==> config.mk <==
export PLATFORM = sky130hd
export DESIGN_NAME = cpuCore
export DESIGN_NICKNAME = d
export VERILOG_FILES = /design/src/cpuPkg.sv /design/src/fetchStage.sv /design/src/controlUnit.sv /design/src/regFile.sv /design/src/executeStage.sv /design/src/memWbStage.sv /design/src/cpuCore.sv
export SDC_FILE = /design/constraint.sdc
export NUM_CORES = 1
export LEC_CHECK = 0
export BUFFER_PORTS_ARGS = -buffer_cell sky130_fd_sc_hd__buf_2
export CAP_MARGIN = 20
export CORE_ASPECT_RATIO = 0.8
export CORE_MARGIN = 2
export CORE_UTILIZATION = 50
export CTS_CLUSTER_SIZE = 24
export DETAILED_ROUTE_END_ITERATION = 7
export GPL_TIMING_DRIVEN = 1
export PLACE_DENSITY = 0.71
export SYNTH_ARGS = -nofsm -noshare
export SYNTH_HDL_FRONTEND = slang
export SYNTH_SLANG_ARGS = --single-unit
==> constraint.sdc <==
create_clock -name clk -period 4.15 [get_ports clk]
set_clock_uncertainty 0.2 [all_clocks]
set_input_delay 0.83 -clock clk [delete_from_list [all_inputs] [get_ports clk]]
set_output_delay 0.83 -clock clk [all_outputs]
set_load 0.1 [all_outputs]
==> src/cpuPkg.sv <==
`default_nettype none

package cpuPkg;

    localparam int wordSize = 16;

    typedef logic [wordSize-1:0] wordT;
    typedef logic [1:0]          regAddrT;
    typedef logic [7:0]          immT;        // short immediate field
    typedef logic [11:0]         jumpT;       // JMP target field

    // instruction word layout
    localparam int opcodeMsb = 15;
    localparam int opcodeLsb = 12;
    localparam int rsMsb     = 11;
    localparam int rsLsb     = 10;
    localparam int rtMsb     = 9;
    localparam int rtLsb     = 8;
    localparam int rdMsb     = 7;
    localparam int rdLsb     = 6;
    localparam int funcMsb   = 5;
    localparam int funcLsb   = 0;
    localparam int immMsb    = 7;
    localparam int jumpMsb   = 11;

    typedef enum logic [3:0] {
        opBne   = 4'd0,
        opBeq   = 4'd1,
        opBgz   = 4'd2,
        opBlz   = 4'd3,
        opAdi   = 4'd4,
        opOri   = 4'd5,
        opLhi   = 4'd6,
        opLwd   = 4'd7,
        opSwd   = 4'd8,
        opJmp   = 4'd9,
        opRtype = 4'd15
    } opcodeT;

    typedef enum logic [5:0] {
        funcAdd = 6'd0,
        funcSub = 6'd1,
        funcAnd = 6'd2,
        funcOrr = 6'd3,
        funcNot = 6'd4,
        funcTcp = 6'd5,
        funcShl = 6'd6,
        funcShr = 6'd7,
        funcWwd = 6'd28,
        funcHlt = 6'd29
    } funcT;

    typedef enum logic [3:0] {
        aluAdd,
        aluSub,
        aluAnd,
        aluOr,
        aluNot,
        aluTcp,
        aluShl,
        aluShr,
        aluPassB,
        aluLhi
    } aluOpT;

    typedef enum logic [2:0] {
        brNone,
        brNe,
        brEq,
        brGz,
        brLz,
        brJump
    } branchT;

endpackage

`default_nettype wire

==> src/fetchStage.sv <==
`timescale 1ns/10ps
`default_nettype none

module fetchStage #(
    parameter cpuPkg::wordT resetPc = '0
) (
    input  logic         clk,
    input  logic         reset,
    input  logic         stall,
    input  logic         redirect,
    input  cpuPkg::wordT redirectPc,
    input  logic         haltSeen,
    input  cpuPkg::wordT instrData,
    output cpuPkg::wordT instrAddr,
    output logic         instrRead,
    output cpuPkg::wordT idInstr,
    output cpuPkg::wordT idPc,
    output logic         idValid
);
    import cpuPkg::*;

    wordT pc;
    wordT pcPlusOne;
    logic advance;

    assign pcPlusOne = pc + {{(wordSize-1){1'b0}}, 1'b1};
    assign advance   = !stall && !haltSeen;   // fetch frozen on load-use or after HLT
    assign instrAddr = pc;
    assign instrRead = advance;

    always_ff @(posedge clk) begin
        if (reset) begin
            pc      <= resetPc;
            idValid <= 1'b0;
        end else if (redirect) begin
            pc      <= redirectPc;
            idValid <= 1'b0;                  // drop the wrong-path fetch
        end else if (advance) begin
            pc      <= pcPlusOne;
            idValid <= 1'b1;
        end else if (haltSeen) begin
            idValid <= 1'b0;                  // nothing issues behind HLT
        end
    end

    // IF/ID payload, held while stalled
    always_ff @(posedge clk) begin
        if (advance) begin
            idInstr <= instrData;
            idPc    <= pcPlusOne;             // branch base is PC+1
        end
    end

endmodule

`default_nettype wire

==> src/controlUnit.sv <==
`timescale 1ns/10ps
`default_nettype none

module controlUnit (
    input  logic            clk,
    input  logic            reset,
    input  cpuPkg::wordT    idInstr,
    input  logic            idValid,
    input  cpuPkg::regAddrT exRd,
    input  logic            exMemRead,
    input  logic            exValid,
    output cpuPkg::regAddrT rs,
    output cpuPkg::regAddrT rt,
    output cpuPkg::regAddrT rd,
    output cpuPkg::wordT    imm,
    output cpuPkg::aluOpT   aluOp,
    output cpuPkg::branchT  branch,
    output logic            useImm,
    output logic            regWrite,
    output logic            memRead,
    output logic            memWrite,
    output logic            isWwd,
    output logic            isHalt,
    output logic            stall,
    output logic            haltSeen
);
    import cpuPkg::*;

    opcodeT opcode;
    funcT   func;
    immT    immField;
    jumpT   jumpField;
    logic   readsRs;
    logic   readsRt;
    logic   haltSeenReg;

    assign opcode    = opcodeT'(idInstr[opcodeMsb:opcodeLsb]);
    assign func      = funcT'(idInstr[funcMsb:funcLsb]);
    assign immField  = idInstr[immMsb:0];
    assign jumpField = idInstr[jumpMsb:0];
    assign rs        = idInstr[rsMsb:rsLsb];

    always_comb begin
        rt       = idInstr[rtMsb:rtLsb];
        rd       = idInstr[rtMsb:rtLsb];                      // I-type and LWD write rt
        imm      = {{(wordSize-8){immField[immMsb]}}, immField};
        aluOp    = aluAdd;
        branch   = brNone;
        useImm   = 1'b0;
        regWrite = 1'b0;
        memRead  = 1'b0;
        memWrite = 1'b0;
        isWwd    = 1'b0;
        isHalt   = 1'b0;
        readsRs  = 1'b1;
        readsRt  = 1'b0;
        case (opcode)
            opBne: begin
                branch  = brNe;
                readsRt = 1'b1;
            end
            opBeq: begin
                branch  = brEq;
                readsRt = 1'b1;
            end
            opBgz: branch = brGz;
            opBlz: branch = brLz;
            opAdi: begin
                useImm   = 1'b1;
                regWrite = 1'b1;
            end
            opOri: begin
                imm      = {{(wordSize-8){1'b0}}, immField};  // zero extended
                aluOp    = aluOr;
                useImm   = 1'b1;
                regWrite = 1'b1;
            end
            opLhi: begin
                imm      = {{(wordSize-8){1'b0}}, immField};
                aluOp    = aluLhi;
                useImm   = 1'b1;
                regWrite = 1'b1;
                readsRs  = 1'b0;
            end
            opLwd: begin
                useImm   = 1'b1;
                regWrite = 1'b1;
                memRead  = 1'b1;
            end
            opSwd: begin
                useImm   = 1'b1;
                memWrite = 1'b1;
                readsRt  = 1'b1;                              // store data
            end
            opJmp: begin
                imm     = {{(wordSize-12){1'b0}}, jumpField};
                branch  = brJump;
                readsRs = 1'b0;
            end
            opRtype: begin
                rd       = idInstr[rdMsb:rdLsb];
                regWrite = 1'b1;
                case (func)
                    funcAdd: readsRt = 1'b1;
                    funcSub: begin
                        aluOp   = aluSub;
                        readsRt = 1'b1;
                    end
                    funcAnd: begin
                        aluOp   = aluAnd;
                        readsRt = 1'b1;
                    end
                    funcOrr: begin
                        aluOp   = aluOr;
                        readsRt = 1'b1;
                    end
                    funcNot: aluOp = aluNot;
                    funcTcp: aluOp = aluTcp;
                    funcShl: aluOp = aluShl;
                    funcShr: aluOp = aluShr;
                    funcWwd: begin
                        rt       = idInstr[rsMsb:rsLsb];          // rs value rides the B path
                        aluOp    = aluPassB;
                        regWrite = 1'b0;
                        isWwd    = 1'b1;
                    end
                    funcHlt: begin
                        regWrite = 1'b0;
                        isHalt   = 1'b1;
                        readsRs  = 1'b0;
                    end
                    default: regWrite = 1'b0;                 // unknown func acts as nop
                endcase
            end
            default: readsRs = 1'b0;
        endcase
    end

    // load in EX feeding a source read in ID
    assign stall = idValid && exValid && exMemRead &&
                   ((readsRs && exRd == rs) || (readsRt && exRd == rt));

    always_ff @(posedge clk) begin
        if (reset) begin
            haltSeenReg <= 1'b0;
        end else if (idValid && isHalt) begin
            haltSeenReg <= 1'b1;
        end
    end

    assign haltSeen = haltSeenReg || (idValid && isHalt);  // freeze fetch in the HLT decode cycle

endmodule

`default_nettype wire

==> src/regFile.sv <==
`timescale 1ns/10ps
`default_nettype none

module regFile (
    input  logic            clk,
    input  logic            reset,
    input  cpuPkg::regAddrT rs,
    input  cpuPkg::regAddrT rt,
    input  logic            wbWrite,
    input  cpuPkg::regAddrT wbRd,
    input  cpuPkg::wordT    wbData,
    output cpuPkg::wordT    rsData,
    output cpuPkg::wordT    rtData
);
    import cpuPkg::*;

    localparam int numRegs = 2 ** $bits(regAddrT);

    wordT regs [numRegs];

    always_ff @(posedge clk) begin
        if (reset) begin
            for (int i = 0; i < numRegs; i++) begin
                regs[i] <= {wordSize{1'b0}};
            end
        end else if (wbWrite) begin
            regs[wbRd] <= wbData;
        end
    end

    // same-cycle writeback bypasses to the readers
    assign rsData = (wbWrite && wbRd == rs) ? wbData : regs[rs];
    assign rtData = (wbWrite && wbRd == rt) ? wbData : regs[rt];

endmodule

`default_nettype wire

==> src/executeStage.sv <==
`timescale 1ns/10ps
`default_nettype none

module executeStage (
    input  logic            clk,
    input  logic            reset,
    input  cpuPkg::regAddrT rs,
    input  cpuPkg::regAddrT rt,
    input  cpuPkg::regAddrT rd,
    input  cpuPkg::wordT    imm,
    input  cpuPkg::aluOpT   aluOp,
    input  cpuPkg::branchT  branch,
    input  logic            useImm,
    input  logic            regWrite,
    input  logic            memRead,
    input  logic            memWrite,
    input  logic            isWwd,
    input  logic            isHalt,
    input  logic            stall,
    input  cpuPkg::wordT    rsData,
    input  cpuPkg::wordT    rtData,
    input  cpuPkg::wordT    idPc,
    input  logic            idValid,
    input  logic            memFwdWrite,
    input  cpuPkg::regAddrT memRd,
    input  cpuPkg::wordT    memFwdData,
    input  logic            wbWrite,
    input  cpuPkg::regAddrT wbRd,
    input  cpuPkg::wordT    wbData,
    output logic            redirect,
    output cpuPkg::wordT    redirectPc,
    output cpuPkg::regAddrT exRd,
    output logic            exMemRead,
    output logic            exValid,
    output cpuPkg::wordT    memAluResult,
    output cpuPkg::wordT    memStoreData,
    output cpuPkg::regAddrT memRdOut,
    output logic            memRegWrite,
    output logic            memMemRead,
    output logic            memMemWrite,
    output logic            memIsWwd,
    output logic            memIsHalt,
    output logic            memValid
);
    import cpuPkg::*;

    regAddrT exRs;
    regAddrT exRt;
    wordT    exImm;
    wordT    exRsData;
    wordT    exRtData;
    wordT    exPc;
    aluOpT   exAluOp;
    branchT  exBranch;
    logic    exUseImm;
    logic    exRegWrite;
    logic    exMemWrite;
    logic    exIsWwd;
    logic    exIsHalt;
    wordT    opA;
    wordT    rtFwd;
    wordT    opB;
    wordT    aluResult;
    logic    taken;

    always_ff @(posedge clk) begin
        if (reset) begin
            exValid  <= 1'b0;
            memValid <= 1'b0;
        end else begin
            exValid  <= idValid && !stall && !redirect;   // bubble on load-use or flush
            memValid <= exValid;
        end
    end

    // ID/EX and EX/MEM payload
    always_ff @(posedge clk) begin
        exRs         <= rs;
        exRt         <= rt;
        exRd         <= rd;
        exImm        <= imm;
        exRsData     <= rsData;
        exRtData     <= rtData;
        exPc         <= idPc;
        exAluOp      <= aluOp;
        exBranch     <= branch;
        exUseImm     <= useImm;
        exRegWrite   <= regWrite;
        exMemRead    <= memRead;
        exMemWrite   <= memWrite;
        exIsWwd      <= isWwd;
        exIsHalt     <= isHalt;
        memAluResult <= aluResult;
        memStoreData <= rtFwd;
        memRdOut     <= exRd;
        memRegWrite  <= exRegWrite;
        memMemRead   <= exMemRead;
        memMemWrite  <= exMemWrite;
        memIsWwd     <= exIsWwd;
        memIsHalt    <= exIsHalt;
    end

    // youngest producer wins
    assign opA   = (memFwdWrite && memRd == exRs) ? memFwdData :
                   (wbWrite && wbRd == exRs)      ? wbData     : exRsData;
    assign rtFwd = (memFwdWrite && memRd == exRt) ? memFwdData :
                   (wbWrite && wbRd == exRt)      ? wbData     : exRtData;
    assign opB   = exUseImm ? exImm : rtFwd;

    always_comb begin
        case (exAluOp)
            aluAdd:   aluResult = opA + opB;
            aluSub:   aluResult = opA - opB;
            aluAnd:   aluResult = opA & opB;
            aluOr:    aluResult = opA | opB;
            aluNot:   aluResult = ~opA;
            aluTcp:   aluResult = -opA;
            aluShl:   aluResult = opA << 1;
            aluShr:   aluResult = {opA[wordSize-1], opA[wordSize-1:1]};  // arithmetic shift
            aluPassB: aluResult = opB;
            aluLhi:   aluResult = opB << 8;
            default:  aluResult = '0;
        endcase
    end

    always_comb begin
        case (exBranch)
            brNe:    taken = opA != rtFwd;
            brEq:    taken = opA == rtFwd;
            brGz:    taken = !opA[wordSize-1] && opA != '0;
            brLz:    taken = opA[wordSize-1];
            brJump:  taken = 1'b1;
            default: taken = 1'b0;
        endcase
    end

    assign redirect   = exValid && taken;
    assign redirectPc = (exBranch == brJump) ? {exPc[wordSize-1:jumpMsb+1], exImm[jumpMsb:0]}
                                             : exPc + exImm;

endmodule

`default_nettype wire

==> src/memWbStage.sv <==
`timescale 1ns/10ps
`default_nettype none

module memWbStage (
    input  logic            clk,
    input  logic            reset,
    input  cpuPkg::wordT    memAluResult,
    input  cpuPkg::wordT    memStoreData,
    input  cpuPkg::regAddrT memRdOut,
    input  logic            memRegWrite,
    input  logic            memMemRead,
    input  logic            memMemWrite,
    input  logic            memIsWwd,
    input  logic            memIsHalt,
    input  logic            memValid,
    input  cpuPkg::wordT    dataRdata,
    output cpuPkg::wordT    dataAddr,
    output logic            dataRead,
    output logic            dataWrite,
    output cpuPkg::wordT    dataWdata,
    output logic            memFwdWrite,
    output cpuPkg::regAddrT memRd,
    output cpuPkg::wordT    memFwdData,
    output logic            wbWrite,
    output cpuPkg::regAddrT wbRd,
    output cpuPkg::wordT    wbData,
    output cpuPkg::wordT    numInst,
    output cpuPkg::wordT    outputPort,
    output logic            halted
);
    import cpuPkg::*;

    logic wbValid;
    logic wbRegWrite;
    logic wbIsWwd;
    logic wbIsHalt;

    assign dataAddr  = memAluResult;
    assign dataRead  = memValid && memMemRead;
    assign dataWrite = memValid && memMemWrite;
    assign dataWdata = memStoreData;

    // a load has no result for EX yet
    assign memFwdWrite = memValid && memRegWrite && !memMemRead;
    assign memRd       = memRdOut;
    assign memFwdData  = memAluResult;

    assign wbWrite = wbValid && wbRegWrite;

    always_ff @(posedge clk) begin
        if (reset) begin
            wbValid    <= 1'b0;
            numInst    <= {wordSize{1'b0}};
            outputPort <= {wordSize{1'b0}};
            halted     <= 1'b0;
        end else begin
            wbValid <= memValid;
            if (wbValid) begin
                numInst <= numInst + 1'b1;   // retire count
            end
            if (wbValid && wbIsWwd) begin
                outputPort <= wbData;
            end
            if (wbValid && wbIsHalt) begin
                halted <= 1'b1;              // sticky until reset
            end
        end
    end

    // MEM/WB payload
    always_ff @(posedge clk) begin
        wbRegWrite <= memRegWrite;
        wbIsWwd    <= memIsWwd;
        wbIsHalt   <= memIsHalt;
        wbRd       <= memRdOut;
        wbData     <= memMemRead ? dataRdata : memAluResult;
    end

endmodule

`default_nettype wire

==> src/cpuCore.sv <==
`timescale 1ns/10ps
`default_nettype none

module cpuCore #(
    parameter cpuPkg::wordT resetPc = '0
) (
    input  logic         clk,
    input  logic         reset,
    output cpuPkg::wordT instrAddr,
    output logic         instrRead,
    input  cpuPkg::wordT instrData,
    output cpuPkg::wordT dataAddr,
    output logic         dataRead,
    output logic         dataWrite,
    output cpuPkg::wordT dataWdata,
    input  cpuPkg::wordT dataRdata,
    output cpuPkg::wordT numInst,
    output cpuPkg::wordT outputPort,
    output logic         halted
);
    import cpuPkg::*;

    // IF/ID
    wordT    idInstr;
    wordT    idPc;
    logic    idValid;

    // decode results
    regAddrT rs;
    regAddrT rt;
    regAddrT rd;
    wordT    imm;
    aluOpT   aluOp;
    branchT  branch;
    logic    useImm;
    logic    regWrite;
    logic    memRead;
    logic    memWrite;
    logic    isWwd;
    logic    isHalt;
    logic    stall;
    logic    haltSeen;
    wordT    rsData;
    wordT    rtData;

    // EX stage feedback
    logic    redirect;
    wordT    redirectPc;
    regAddrT exRd;
    logic    exMemRead;
    logic    exValid;

    // EX/MEM
    wordT    memAluResult;
    wordT    memStoreData;
    regAddrT memRdOut;
    logic    memRegWrite;
    logic    memMemRead;
    logic    memMemWrite;
    logic    memIsWwd;
    logic    memIsHalt;
    logic    memValid;

    // forwarding and writeback
    logic    memFwdWrite;
    regAddrT memRd;
    wordT    memFwdData;
    logic    wbWrite;
    regAddrT wbRd;
    wordT    wbData;

    fetchStage #(
        .resetPc(resetPc)
    ) fetch0 (.*);

    controlUnit decode0 (.*);

    regFile regs0 (.*);

    executeStage execute0 (.*);

    memWbStage memWb0 (.*);

endmodule

`default_nettype wire

### Word level (Yosys, flattened, before mapping)

Memory sizes are Yosys's and may differ from the RTL's. A register that Yosys moved wholly into a read port is not among the register bits.
Index checks and enable logic that the tools add are counted.

| word-level totals | value |
|---|---|
| register bits | 229 |
| bits in latches | 0 |
| input bits | 34 |
| memory bits (writable) | 64 |
| output and inout port bits | 84 |
| memory bits (read-only) | 0 |
| logic and storage cells | 181 |
| memories kept | 1 |

Memory list:

| name | depth | bits a word | read ports | clocked after memory_dff | write ports | line | RTL |
|---|---|---|---|---|---|---|---|
| regs0.regs | 4 | 16 | 2 | 1 | 4 | regFile.sv:19 | `wordT regs [numRegs];` |

| operators by class | value |
|---|---|
| div/mod/pow operators | 0 |
| eq/ne operators | 43 |
| reductions and logical operators | 46 |
| magnitude comparators | 0 |
| add/sub/neg operators | 6 |
| multiplexer cells | 43 |
| shifts and indexed selects | 0 |
| bitwise logic cells | 3 |
| multipliers | 0 |

Operators by type and width:

| cell | count |
|---|---|
| 2-to-1 mux 16 bit | 12 |
| one-hot mux 16 bit (10 select lines) | 1 |
| adder 16 x 1 -> 16 bit (second input constant) | 2 |
| adder 16 bit | 2 |
| == test 4 x 3 -> 1 bit (second input constant) | 8 |
| one-hot mux 16 bit (2 select lines) | 1 |
| one-hot mux 4 bit (8 select lines) | 1 |
| == test 6 x 3 -> 1 bit (second input constant) | 4 |
| logical AND 1 bit | 24 |
| == test 4 bit (second input constant) | 5 |
| 2-to-1 mux 1 bit | 17 |
| bitwise AND 16 bit | 1 |
| == test 16 bit | 1 |
| == test 2 bit | 8 |
| == test 4 x 2 -> 1 bit (second input constant) | 4 |
| != test 16 bit | 1 |
| negation 16 bit | 1 |
| NOT 16 bit | 1 |
| OR 16 bit | 1 |
| nonzero test 16 bit | 1 |
| OR reduction 16 bit | 1 |
| OR reduction 8 bit | 2 |
| subtractor 16 bit | 1 |
| one-hot mux 3 bit (5 select lines) | 1 |
| other kinds (20) | 40 |

### Depth between registers and ports, before layout

Gate-level depths: netlist of the first run.

| depth | value |
|---|---|
| word-level depth | 11 |
| depth in mapped cells | 22 |
| depth with buffers taken out | 19 |

### Cells and area by module

Synthesis of the first run repeated with hierarchy kept, for this count alone.

| second synthesis, totals | value |
|---|---|
| cell total of the unflattened synthesis | 1579 |
| area total of the unflattened synthesis | 16036.6 um2 |

By module, submodules not included:

| module | area an instance (um2) | seq. area each (um2) | cells each | times used |
|---|---|---|---|---|
| executeStage | 7216.9 | 2482.4 | 842 | 1 |
| regFile | 3812.4 | 1921.8 | 221 | 1 |
| memWbStage | 2353.5 | 1101.1 | 254 | 1 |
| fetchStage | 2048.2 | 1301.2 | 173 | 1 |
| controlUnit | 605.6 | 20.0 | 89 | 1 |

### Worst setup path after synthesis of the first run

OpenSTA, ideal clock, no wires.

| timing | value |
|---|---|
| path kind | register to register |
| start | register execute0.memMemRead |
| end | register execute0.memAluResult[15] |
| arrival time | 4.037 ns |
| data required time | 3.824 ns |
| period minus slack after synthesis | 4.363 ns |
| path buffers | 3 |
| setup slack | -0.213 ns |
| setup time | 0.126 ns |
| cell stages (with the launch flop) | 23 |
| path through | dfxtp_1 buf_6 nand3b_4 or3_1 buf_4 buf_6 a31oi_1 mux2i_1 ha_1 nand2_1 o21ai_0 inv_1 ha_1 nor2b_1 o31a_1 o21ai_0 o21ai_0 a41oi_1 a211o_1 o21ai_0 a31oi_1 xnor2_1 o21ai_1 |

| between the ends | value |
|---|---|
| word-level cells in the longest chain between the ends | 7 |
| elaborated cells on any way between the ends | 14 |
| classes of those cells | 3 x add/sub; 4 x mux; 3 x bitwise; 4 x reduce/logical |

RTL lines:

| item | line | RTL |
|---|---|---|
| start: declaration | executeStage.sv:39 | `output logic memMemRead,` |
| start signal: assignment | executeStage.sv:97 | `memMemRead <= exMemRead;` |
| zero test 1 bit * | memWbStage.sv:44 | `assign memFwdWrite = memValid && memRegWrite && !memMemRead;` |
| logical AND 1 bit * | memWbStage.sv:44 |  |
| logical AND 1 bit * | executeStage.sv:106 | `assign rtFwd = (memFwdWrite && memRd == exRt) ? memFwdData :` |
| 2-to-1 mux 16 bit * | executeStage.sv:106 |  |
| named net execute0.rtFwd[1] | executeStage.sv:61 | `wordT rtFwd;` |
| 2-to-1 mux 16 bit * | executeStage.sv:108 | `assign opB = exUseImm ? exImm : rtFwd;` |
| subtractor 16 bit / adder 16 bit (equally long branches) | executeStage.sv:113, executeStage.sv:112 |  |
| one-hot mux 16 bit (10 select lines) * | executeStage.sv:111 | `case (exAluOp)` |
| named net execute0.aluResult[15] | executeStage.sv:63 | `wordT aluResult;` |
| end signal: assignment | executeStage.sv:93 | `memAluResult <= aluResult;` |
| end: declaration | executeStage.sv:35 | `output cpuPkg::wordT memAluResult,` |

Mark *: on every way through the listed nets, which the timed path passes. The rest lies on a longest branch.
A chain may end at the register's enable or synchronous reset.

### Worst setup path after layout of the first run

| timing | value |
|---|---|
| start | register execute0.exRt[0] |
| end | register execute0.memAluResult[14] |

| between the ends | value |
|---|---|
| word-level cells in the longest chain between the ends | 7 |
| elaborated cells on any way between the ends | 12 |
| classes of those cells | 2 x add/sub; 2 x eq/ne; 4 x mux; 2 x bitwise; 2 x reduce/logical |

RTL lines:

| item | line | RTL |
|---|---|---|
| start: declaration | executeStage.sv:48 | `regAddrT exRt;` |
| start signal: assignment | executeStage.sv:79 | `exRt <= rt;` |
| == test 2 bit | executeStage.sv:107 | `(wbWrite && wbRd == exRt) ? wbData : exRtData;` |
| logical AND 1 bit | executeStage.sv:107 |  |
| 2-to-1 mux 16 bit | executeStage.sv:107 |  |
| 2-to-1 mux 16 bit * | executeStage.sv:106 |  |
| named net execute0.rtFwd[3] | executeStage.sv:61 |  |
| 2-to-1 mux 16 bit * | executeStage.sv:108 |  |
| subtractor 16 bit / adder 16 bit (equally long branches) | executeStage.sv:113, executeStage.sv:112 |  |
| one-hot mux 16 bit (10 select lines) * | executeStage.sv:111 |  |
| named net execute0.aluResult[14] | executeStage.sv:63 |  |

Marks and branches as above.

==> results of run 1 <==
## area by class of cell
type / count / area, um2
inverter: 32 / 120
clock inverter: 11 / 120
tap: 413 / 517
sequential: 292 / 6820
multi-input combinational: 1051 / 8250
fill: 2501 / 11600
timing repair buffer: 256 / 1700
clock buffer: 45 / 941
## worst paths after layout
kind | from | to | slack [ns] | cells past startpoint
setup / recovery | execute0.exRt[0] | execute0.memAluResult[14] | 0.05 | 15
setup reg to reg | execute0.exRt[0] | execute0.memAluResult[14] | 0.05 | 15
hold / removal | execute0.exMemWrite | execute0.memMemWrite | 0.13 | 0
hold reg to reg | execute0.exMemWrite | execute0.memMemWrite | 0.13 | 0
## through the flow
step,cells,power [mW]
6_report,2100,8.92
5_1_grt,2100,9.24
3_3_place_gp,2034,5.99
3_5_place_dp,2036,6.01
4_1_cts,2093,8.85
2_1_floorplan,1458,5.15
## routing by layer
| metal | global-route usage, % | vias up |
|---|---|---|
| li1 | - | 5812 |
| met1 | 43.9 | 6035 |
| met2 | 42.7 | 607 |
| met3 | 6.08 | 105 |
| met4 | 9.70 | 0 |
| met5 | 0 | - |
## flip-flops by register name, indices dropped and copies added, names as in the netlist, 2 cells and up, named ones only
signal / flops
regs0.regs: 64
execute0.exPc: 16
execute0.exRsData: 16
execute0.exRtData: 16
execute0.memAluResult: 16
execute0.memStoreData: 16
fetch0.idInstr: 16
fetch0.idPc: 16
fetch0.instrAddr: 16
memWb0.numInst: 16
memWb0.outputPort: 16
memWb0.wbData: 16
execute0.exImm: 13
execute0.exAluOp: 4
execute0.exBranch: 3
execute0.exRd: 2
execute0.exRs: 2
execute0.exRt: 2
execute0.memRdOut: 2
memWb0.wbRd: 2
## cells by family after synthesis
family	Yosys count	synth area share (%)
compound gates	305	14.1
xor+xnor	124	7.36
fa+ha+maj	39	3.30
buf+inv	115	3.31
flops	292	44.9
mux	112	10.5
simple gates	471	16.5
## what timing repair did
action / in CTS / in global routing
resized for setup: 25 / 48
setup endpoints to repair: 8 / 25
hold buffers: 0 / 0
buffers inserted: 1 / 7
pin swaps: 6 / 30
## placed cells by master (no fill, tap or decap), types with 13 or more instances in the layout
cell | synthesis | layout
a21oi_1 | 75 | 72
mux4_2 | 32 | 32
xor2_1 | 61 | 59
nor4_1 | 38 | 31
xnor2_1 | 59 | 57
mux2i_1 | 21 | 17
o21ai_0 | 56 | 46
o31ai_1 | 35 | 26
nand2_1 | 101 | 100
dfxtp_1 | 196 | 190
a31oi_1 | 24 | 19
nor2b_1 | 14 | 13
and2_1 | 71 | 71
ha_1 | 36 | 35
clkbuf_16 | 0 | 33
nand3_1 | 46 | 45
nor2_1 | 73 | 72
buf_2 | 14 | 116
buf_4 | 4 | 131
nand4_1 | 14 | 14
inv_1 | 30 | 30
mux2_2 | 58 | 58
a211oi_1 | 17 | 17
and3_1 | 42 | 42
nand2b_1 | 16 | 16
nor3_1 | 25 | 24
edfxtp_1 | 96 | 96
## power by group through the flow
stage / Sequential, mW / Clock [mW] / Combinational (mW)
floorplan: 4.19 / 0 / 0.961
global placement: 3.70 / 0 / 2.28
CTS: 3.65 / 2.86 / 2.34
global route: 3.69 / 2.98 / 2.57
finish: 3.66 / 2.83 / 2.44
detailed placement: 3.70 / 0 / 2.31
==> results.json, run 1 <==
{
  "num_io_pins": 118,
  "cts_buffer_depth": 3,
  "clockRootBuffer": "clkbuf_16",
  "relSlewSlack_pct": 33.0,
  "fin_tns_setup_ns": 0,
  "syn_nets": 1530,
  "async_reset_ff_share_pct": 0,
  "die_h_um": 160,
  "avgViaCountPerCell": 5.98,
  "synth_area_leaders": "dfxtp_1 26%, edfxtp_1 19%, mux4_2 4.8%",
  "fin_ws_ns": 0.0541,
  "hold_viol_final": 0,
  "rsz0062_at_grt": "yes",
  "wl_per_cell_um": 22.5,
  "wl_met3_um": 4200,
  "grt_max_degree": 59,
  "htreeDepth": 1,
  "power.static_leakage_nw": 7.45,
  "num_vias": 12559,
  "fin_crit_ns": 4.10,
  "grt_usage_pct": 29.5,
  "port_buffers": 117,
  "grt_overflow_total": 0,
  "wl_met2_um": 20100,
  "wl_met1_um": 21400,
  "cpMostUsedCell": "a31oi_4",
  "cp_max_fo": 14,
  "drt-initial-drc-count": 1531,
  "floorplan.rows": 57,
  "syn_inst": 1458,
  "timing.fmax_mhz": 244,
  "numCtsBuffers": 30,
  "n_antenna_cell": 0,
  "crit_slowest_cell": "or3b_4",
  "core_um2": 30100,
  "netSwitchingPower_mw": 3.25,
  "final_nets": 1735,
  "ant_nets": 0,
  "area_growth_pct": 21.7,
  "cts_tree": "built",
  "p_int_mw": 5.68,
  "p_comb_share_pct": 27.3,
  "gp_congestion": 0.972,
  "die_x_um": 199,
  "cp.required_ns": 4.41,
  "synth_top_cell_by_area": "dfxtp_1",
  "switching_share_pct": 36.4,
  "synth_common_cells": "196 x dfxtp_1, 101 x nand2_1, 96 x edfxtp_1, 75 x a21oi_1, 73 x nor2_1",
  "synth_cell_types": 79,
  "synth-edff-count": 96,
  "synth_ff_type": "dfxtp_1",
  "worst_slew_pin_slew_ns": 1.00,
  "clk_pin_slew_ns": 0.07,
  "placedInstanceArea_um2": 17000,
  "cp.arrival_ns": 4.36,
  "path_buf_inv": 1,
  "drt-pass1-iter-count": 5,
  "powerDensity_nw_per_um2": 483,
  "critPathMaxStageDelay_ns": 0.48,
  "dp_hpwl_um": 35000,
  "max_cap_violations": 0,
  "worstSetupPathType": "flop to flop",
  "synth_area_per_cell_um2": 10.4,
  "seqPwrFrac_pct": 41.0,
  "yosysWarnings": 0,
  "status": "finished clean",
  "setup_violations": 0,
  "drc": 0,
  "yosysSeqAreaShare_pct": 44.9,
  "ys_ff_latch": 292,
  "final.period_utilization_pct": 98.7,
  "fin_util_pct": 61.3,
  "critPathLaunchType": "flop",
  "syn_area_um2": 15200,
  "start_util_pct": 50.4,
  "grt_pass1_wl_um": 71600,
  "grt_pass1_vias": 12161,
  "synth_top_area_share_pct": 25.9,
  "top_layer": "met4",
  "drv_slew": 0,
  "end_kind": "flop",
  "die_area_um2": 31800,
  "wirelength_um": 47200,
  "worstHoldPathType": "flop to flop",
  "drive_gt1_share_pct": 29.5,
  "clkSinkCount": 292,
  "antenna_found_initial": 1,
  "place_ws_ns": -0.227,
  "clk_latency_ns": 0.59,
  "crit_chain": "xor2_2 > buf_6 > o31ai_4 > a31oi_4 > o31ai_2 > or3b_4 > o41ai_4 > xnor2_1 > ha_2 > a21o_1 > a31oi_4 > o21ai_2 > a31oi_1 > xor2_1 > o21ai_1",
  "clockPowerShare_pct": 31.7,
  "final_area_um2": 18500,
  "critical_path.top_delay_family": "compound AO/OA/AOI/OAI gates",
  "hold_ws_ns": 0.127,
  "synth.most_common_cell": "dfxtp_1",
  "ir_drop_v": 0.000540
}
Power figures use the tool's default switching activity.
==> run 2, diff against run 1 <==
CELL_PAD_IN_SITES_DETAIL_PLACEMENT = 0   (was unset)
CELL_PAD_IN_SITES_GLOBAL_PLACEMENT = 1   (was unset)
CORE_UTILIZATION = 43   (was 50)
PLACE_DENSITY = unset   (was 0.71)
PLACE_DENSITY_LB_ADDON = 0.1   (was unset)
==> run 2 against run 1 <==
- first-iteration DRC count shrank 24%
- global-route usage fell by 3.5 points
- setup slack improved by 0.040 ns
- critical path depth is 5 higher
- design area increased by 1.4%
- highest routed layer unchanged
==> results.json, run 2 (synthesized netlist as in run 1, its figures left out) <==
{
  "num_vias": 12440,
  "start_util_pct": 43.7,
  "status": "finished clean",
  "final_nets": 1744,
  "multi_input_area_um2": 8320,
  "clockPowerShare_pct": 32.4,
  "power.static_leakage_nw": 7.54,
  "worstSetupPathType": "flop to flop",
  "dp_hpwl_um": 36600,
  "crit_chain": "xor2_2 > or3_4 > a31oi_4 > buf_6 > mux2i_4 > buf_6 > nand3_2 > nand2_1 > xnor2_1 > ha_1 > o21a_1 > o31a_1 > o21ai_2 > o21ai_2 > a41oi_2 > a211o_1 > o21ai_2 > a31oi_1 > xnor2_1 > o21ai_1",
  "max_cap_violations": 0,
  "critical_path.top_delay_family": "compound AO/OA/AOI/OAI gates",
  "antenna_found_initial": 0,
  "wirelength_um": 49000,
  "num_io_pins": 118,
  "avgViaCountPerCell": 5.74,
  "cts_tree": "built",
  "clockRootBuffer": "clkbuf_16",
  "grt_overflow_total": 0,
  "final_common_cell": "dfxtp_1",
  "cp.required_ns": 4.42,
  "powerDensity_nw_per_um2": 487,
  "grt_pass1_vias": 11683,
  "seqPwrFrac_pct": 40.1,
  "p_comb_share_pct": 27.4,
  "grt_usage_pct": 26.0,
  "port_buffers": 117,
  "die_area_um2": 36800,
  "cpMostUsedCell": "o21ai_2",
  "htreeDepth": 1,
  "cp.arrival_ns": 4.33,
  "worst_slew_pin_slew_ns": 0.977,
  "worstHoldPathType": "flop to flop",
  "timing.fmax_mhz": 247,
  "relSlewSlack_pct": 34.3,
  "grt_pass1_wl_um": 72900,
  "top_register": "regs0.regs",
  "critPathMaxStageDelay_ns": 0.44,
  "gp_congestion": 0.917,
  "fillers": 3125,
  "drc": 0,
  "core_um2": 34700,
  "end_kind": "flop",
  "wl_per_cell_um": 22.6,
  "drive_gt1_share_pct": 30.5,
  "regArea_um2": 6820,
  "drt-pass1-iter-count": 5,
  "grt_max_degree": 41,
  "path_buf_inv": 2,
  "placedInstanceArea_um2": 17200,
  "hold_viol_final": 0,
  "crit_slowest_cell": "or3_4",
  "p_total_mw": 9.13,
  "final_cell_mix": "189 x dfxtp_1, 139 x buf_4, 116 x buf_2",
  "clk_latency_ns": 0.59,
  "cts_buffer_depth": 3,
  "die_x_um": 214,
  "floorplan.rows": 61,
  "critPathLaunchType": "flop",
  "rsz0062_at_grt": "yes",
  "netSwitchingPower_mw": 3.30,
  "place_ws_ns": -0.153,
  "ant_nets": 0,
  "final.period_utilization_pct": 97.7,
  "clkSinkCount": 292,
  "numCtsBuffers": 31,
  "setup_violations": 0,
  "cp_max_fo": 4,
  "drv_slew": 0,
  "fin_ws_ns": 0.0938,
  "ir_drop_v": 0.000536,
  "die_h_um": 172,
  "p_int_mw": 5.83,
  "area_growth_pct": 23.5,
  "largest_reg_flops": 64,
  "clk_pin_slew_ns": 0.06,
  "ctsHoldBuffers": 0,
  "n_antenna_cell": 0,
  "switching_share_pct": 36.2,
  "final_area_um2": 18700,
  "drt-initial-drc-count": 1156,
  "fin_crit_ns": 4.06
}
run 2: cell count changes in the layout (fill, tap and decap cells not counted), moves of 3 or more:
cell        before  now
buf_4          131  139
nor4_2           8    4
nor4_4           2    5
clkinv_2         2    6
xor2_2           5    8
clkinvlp_4       5    0
run 2: path summary, 6_finish.rpt:
path,start,cells after the start,slack (ns),to
max,execute0.exRt[1],20,0.09,execute0.memAluResult[15]
min,execute0.exMemWrite,0,0.12,execute0.memMemWrite
max reg2reg,execute0.exRt[1],20,0.09,execute0.memAluResult[15]
min reg2reg,execute0.exMemWrite,0,0.12,execute0.memMemWrite
run 2: worst reg2reg max path, stage by stage, from the launching register on:
cell     delay (ns)
dfxtp_4        0.37
xor2_2         0.16
or3_4          0.44
a31oi_4        0.21
buf_6          0.13
mux2i_4        0.07
buf_6          0.15
nand3_2        0.08
nand2_1        0.07
xnor2_1        0.14
ha_1           0.33
o21a_1         0.13
o31a_1         0.17
o21ai_2        0.09
o21ai_2        0.21
a41oi_2        0.18
a211o_1        0.36
o21ai_2        0.14
a31oi_1        0.11
xnor2_1        0.16
o21ai_1        0.06
run 2: final cells by class:
cell class | instances | share of cell area, %
multi-input combinational | 1051 | 44.4
sequential | 292 | 36.4
timing repair buffer | 264 | 9.43
clock buffer | 45 | 5.20
tap | 472 | 3.15
clock inverter | 13 | 0.722
inverter | 32 | 0.641
run 2: repair_timing:
| item | 4_1_cts | 5_1_grt |
|---|---|---|
| buffers inserted | 0 | 5 |
| resized for setup | 17 | 73 |
| hold endpoints to repair | 0 | 0 |
| cloned | 0 | 0 |
| endpoints found under the setup margin | 7 | 27 |
| pin swaps | 4 | 24 |
run 2: through the flow:
stage               hold slack [ns]  instances  setup TNS (ns)  util [%]
floorplan                     0.110       1458         -0.0360         -
global placement              0.110       2105          -0.642      49.3
detailed placement            0.112       2106          -0.652      49.4
CTS                           0.125       2164       -0.000874      52.9
global route                  0.132       2169          -0.238      53.9
finish                        0.122       2169               0      53.9
run 2: per-layer routing:
metal  share of wire, %  track usage, %
met5                  0               0
met4                2.8            7.66
met3                6.6            4.27
met2                 42            38.0
met1                 49            39.3
run 2: power groups by stage:
stage,Clock (mW),Combinational (mW),Sequential (mW)
6_report,2.96,2.51,3.66
3_3_place_gp,0,2.37,3.71
3_5_place_dp,0,2.38,3.70
5_1_grt,3.14,2.65,3.69
4_1_cts,3.02,2.40,3.65
2_1_floorplan,0,0.961,4.19
==> run 3, diff against run 2 <==
REMOVE_ABC_BUFFERS = 1   (was unset)
SETUP_SLACK_MARGIN = 0.02   (was unset)
==> run 3 against run 2 <==
- global-route usage rose by 0.72 points
- critical path depth is the same
- cell count is 1.7% higher
- critical path type unchanged
==> results.json, run 3 (synthesized netlist as in run 1, its figures left out) <==
{
  "largest_reg_flops": 64,
  "cts_tree": "built",
  "drive_gt1_share_pct": 32.7,
  "dp_hpwl_um": 37600,
  "clk_latency_ns": 0.60,
  "final_common_cell": "dfxtp_1",
  "end_kind": "flop",
  "drv_slew": 0,
  "rsz0062_at_grt": "yes",
  "cp_max_fo": 4,
  "start_util_pct": 43.7,
  "fin_crit_ns": 4.07,
  "core_um2": 34700,
  "top_register": "regs0.regs",
  "clockRootBuffer": "clkbuf_16",
  "num_io_pins": 118,
  "floorplan.rows": 61,
  "clkSinkCount": 292,
  "fillers": 3104,
  "final.period_utilization_pct": 98.1,
  "timing.fmax_mhz": 246,
  "n_antenna_cell": 0,
  "worstSetupPathType": "flop to flop",
  "drc": 0,
  "gp_congestion": 0.961,
  "relSlewSlack_pct": 32.0,
  "die_h_um": 172,
  "final_nets": 1781,
  "wirelength_um": 49900,
  "power.static_leakage_nw": 7.71,
  "cts_buffer_depth": 3,
  "worstHoldPathType": "flop to flop",
  "worst_slew_pin_slew_ns": 1.01,
  "area_growth_pct": 25.5,
  "grt_pass1_vias": 11947,
  "critPathLaunchType": "flop",
  "ant_nets": 0,
  "grt_max_degree": 40,
  "hold_ws_ns": 0.126,
  "drt-initial-drc-count": 1229,
  "status": "finished clean",
  "num_vias": 12527,
  "clk_pin_slew_ns": 0.07,
  "grt_overflow_total": 0,
  "ir_drop_v": 0.000536,
  "numCtsBuffers": 31,
  "port_buffers": 117,
  "drt-pass1-iter-count": 8,
  "ctsHoldBuffers": 0,
  "wl_per_cell_um": 22.6,
  "cp.arrival_ns": 4.35,
  "hold_viol_final": 0,
  "cp.required_ns": 4.43,
  "antenna_found_initial": 0,
  "max_cap_violations": 0,
  "die_x_um": 214,
  "powerDensity_nw_per_um2": 483,
  "grt_usage_pct": 26.8,
  "setup_violations": 0,
  "p_total_mw": 9.20,
  "die_area_um2": 36800,
  "avgViaCountPerCell": 5.68,
  "final_cell_mix": "189 x dfxtp_1, 177 x buf_4, 116 x buf_2",
  "htreeDepth": 1,
  "grt_pass1_wl_um": 74800
}
[run 3: cell count changes in the layout (fill, tap and decap cells not counted), sizes merged]
cell	before	now
inv	35	38
clkinvlp	0	3
buf	264	301
clkbuf	45	40
bufinv	2	3
clkinv	8	6
[run 3: worst max-delay path: stages, from the launching register on]
cell and delay (ns):
dfxtp_4 0.37, xor2_2 0.16, or3_4 0.44, a31oi_4 0.23, mux2i_2 0.12, buf_4 0.17, buf_6 0.12, nand3_4 0.06
nand2_4 0.06, xnor2_2 0.12, ha_1 0.32, o21a_1 0.12, o31a_1 0.16, o21ai_2 0.08, o21ai_2 0.18, a41oi_2 0.16
a211o_1 0.36, o21ai_2 0.17, a31oi_2 0.11, xnor2_1 0.16, o21ai_1 0.08
[run 3: layout make-up]
| cell class | instances | area [um2] | area share [%] |
|---|---|---|---|
| clock inverters | 18 | 204 | 1.07 |
| repair buffers | 301 | 2030 | 10.6 |
| multi-input cells | 1051 | 8410 | 44.2 |
| well taps | 472 | 591 | 3.10 |
| inverters | 32 | 120 | 0.631 |
| clock buffers | 40 | 861 | 4.52 |
| flip-flops and latches | 292 | 6820 | 35.8 |
[run 3: metrics by stage]
stage / setup WS, ns / area [um2] / cells / utilization (%) / setup TNS, ns
2_1_floorplan: -3.59 / 14800 / 1375 / - / -169.84
3_3_place_gp: -0.340 / 17400 / 2137 / 50.0 / -2.67
3_5_place_dp: -0.324 / 17400 / 2137 / 50.0 / -2.88
4_1_cts: -0.0342 / 18600 / 2197 / 53.5 / -0.0536
5_1_grt: -0.139 / 19000 / 2206 / 54.8 / -0.267
6_report: 0.0803 / 19000 / 2206 / 54.8 / 0
[run 3: repair_timing]
action                                  4_1_cts  5_1_grt
pin swaps                                     2       31
endpoints found under the setup margin       27       20
setup buffers                                 2        9
hold endpoints to repair                      0        0
resized for setup                            31       78
[run 3: worst paths after layout]
path	start	to	slack, ns	cells after the start
setup / recovery	execute0.exRt[1]	execute0.memAluResult[15]	0.08	20
hold / removal	execute0.memIsWwd	memWb0.wbIsWwd	0.13	0
setup reg to reg	execute0.exRt[1]	execute0.memAluResult[15]	0.08	20
hold reg to reg	execute0.memIsWwd	memWb0.wbIsWwd	0.13	0
[run 3: where the power goes]
group	leakage, nW	switching [mW]	total (mW)	internal, mW
Clock	0.521	1.23	2.90	1.67
Sequential	2.65	0.434	3.66	3.23
Combinational	4.54	1.73	2.64	0.905
[run 3: metal layers]
metal	share of wire, %	GRT usage (%)	up-vias
li1	-	-	5897
met1	48	40.6	6077
met2	41	39.3	489
met3	7.9	4.43	64
met4	2.4	6.84	0
met5	0	0	-
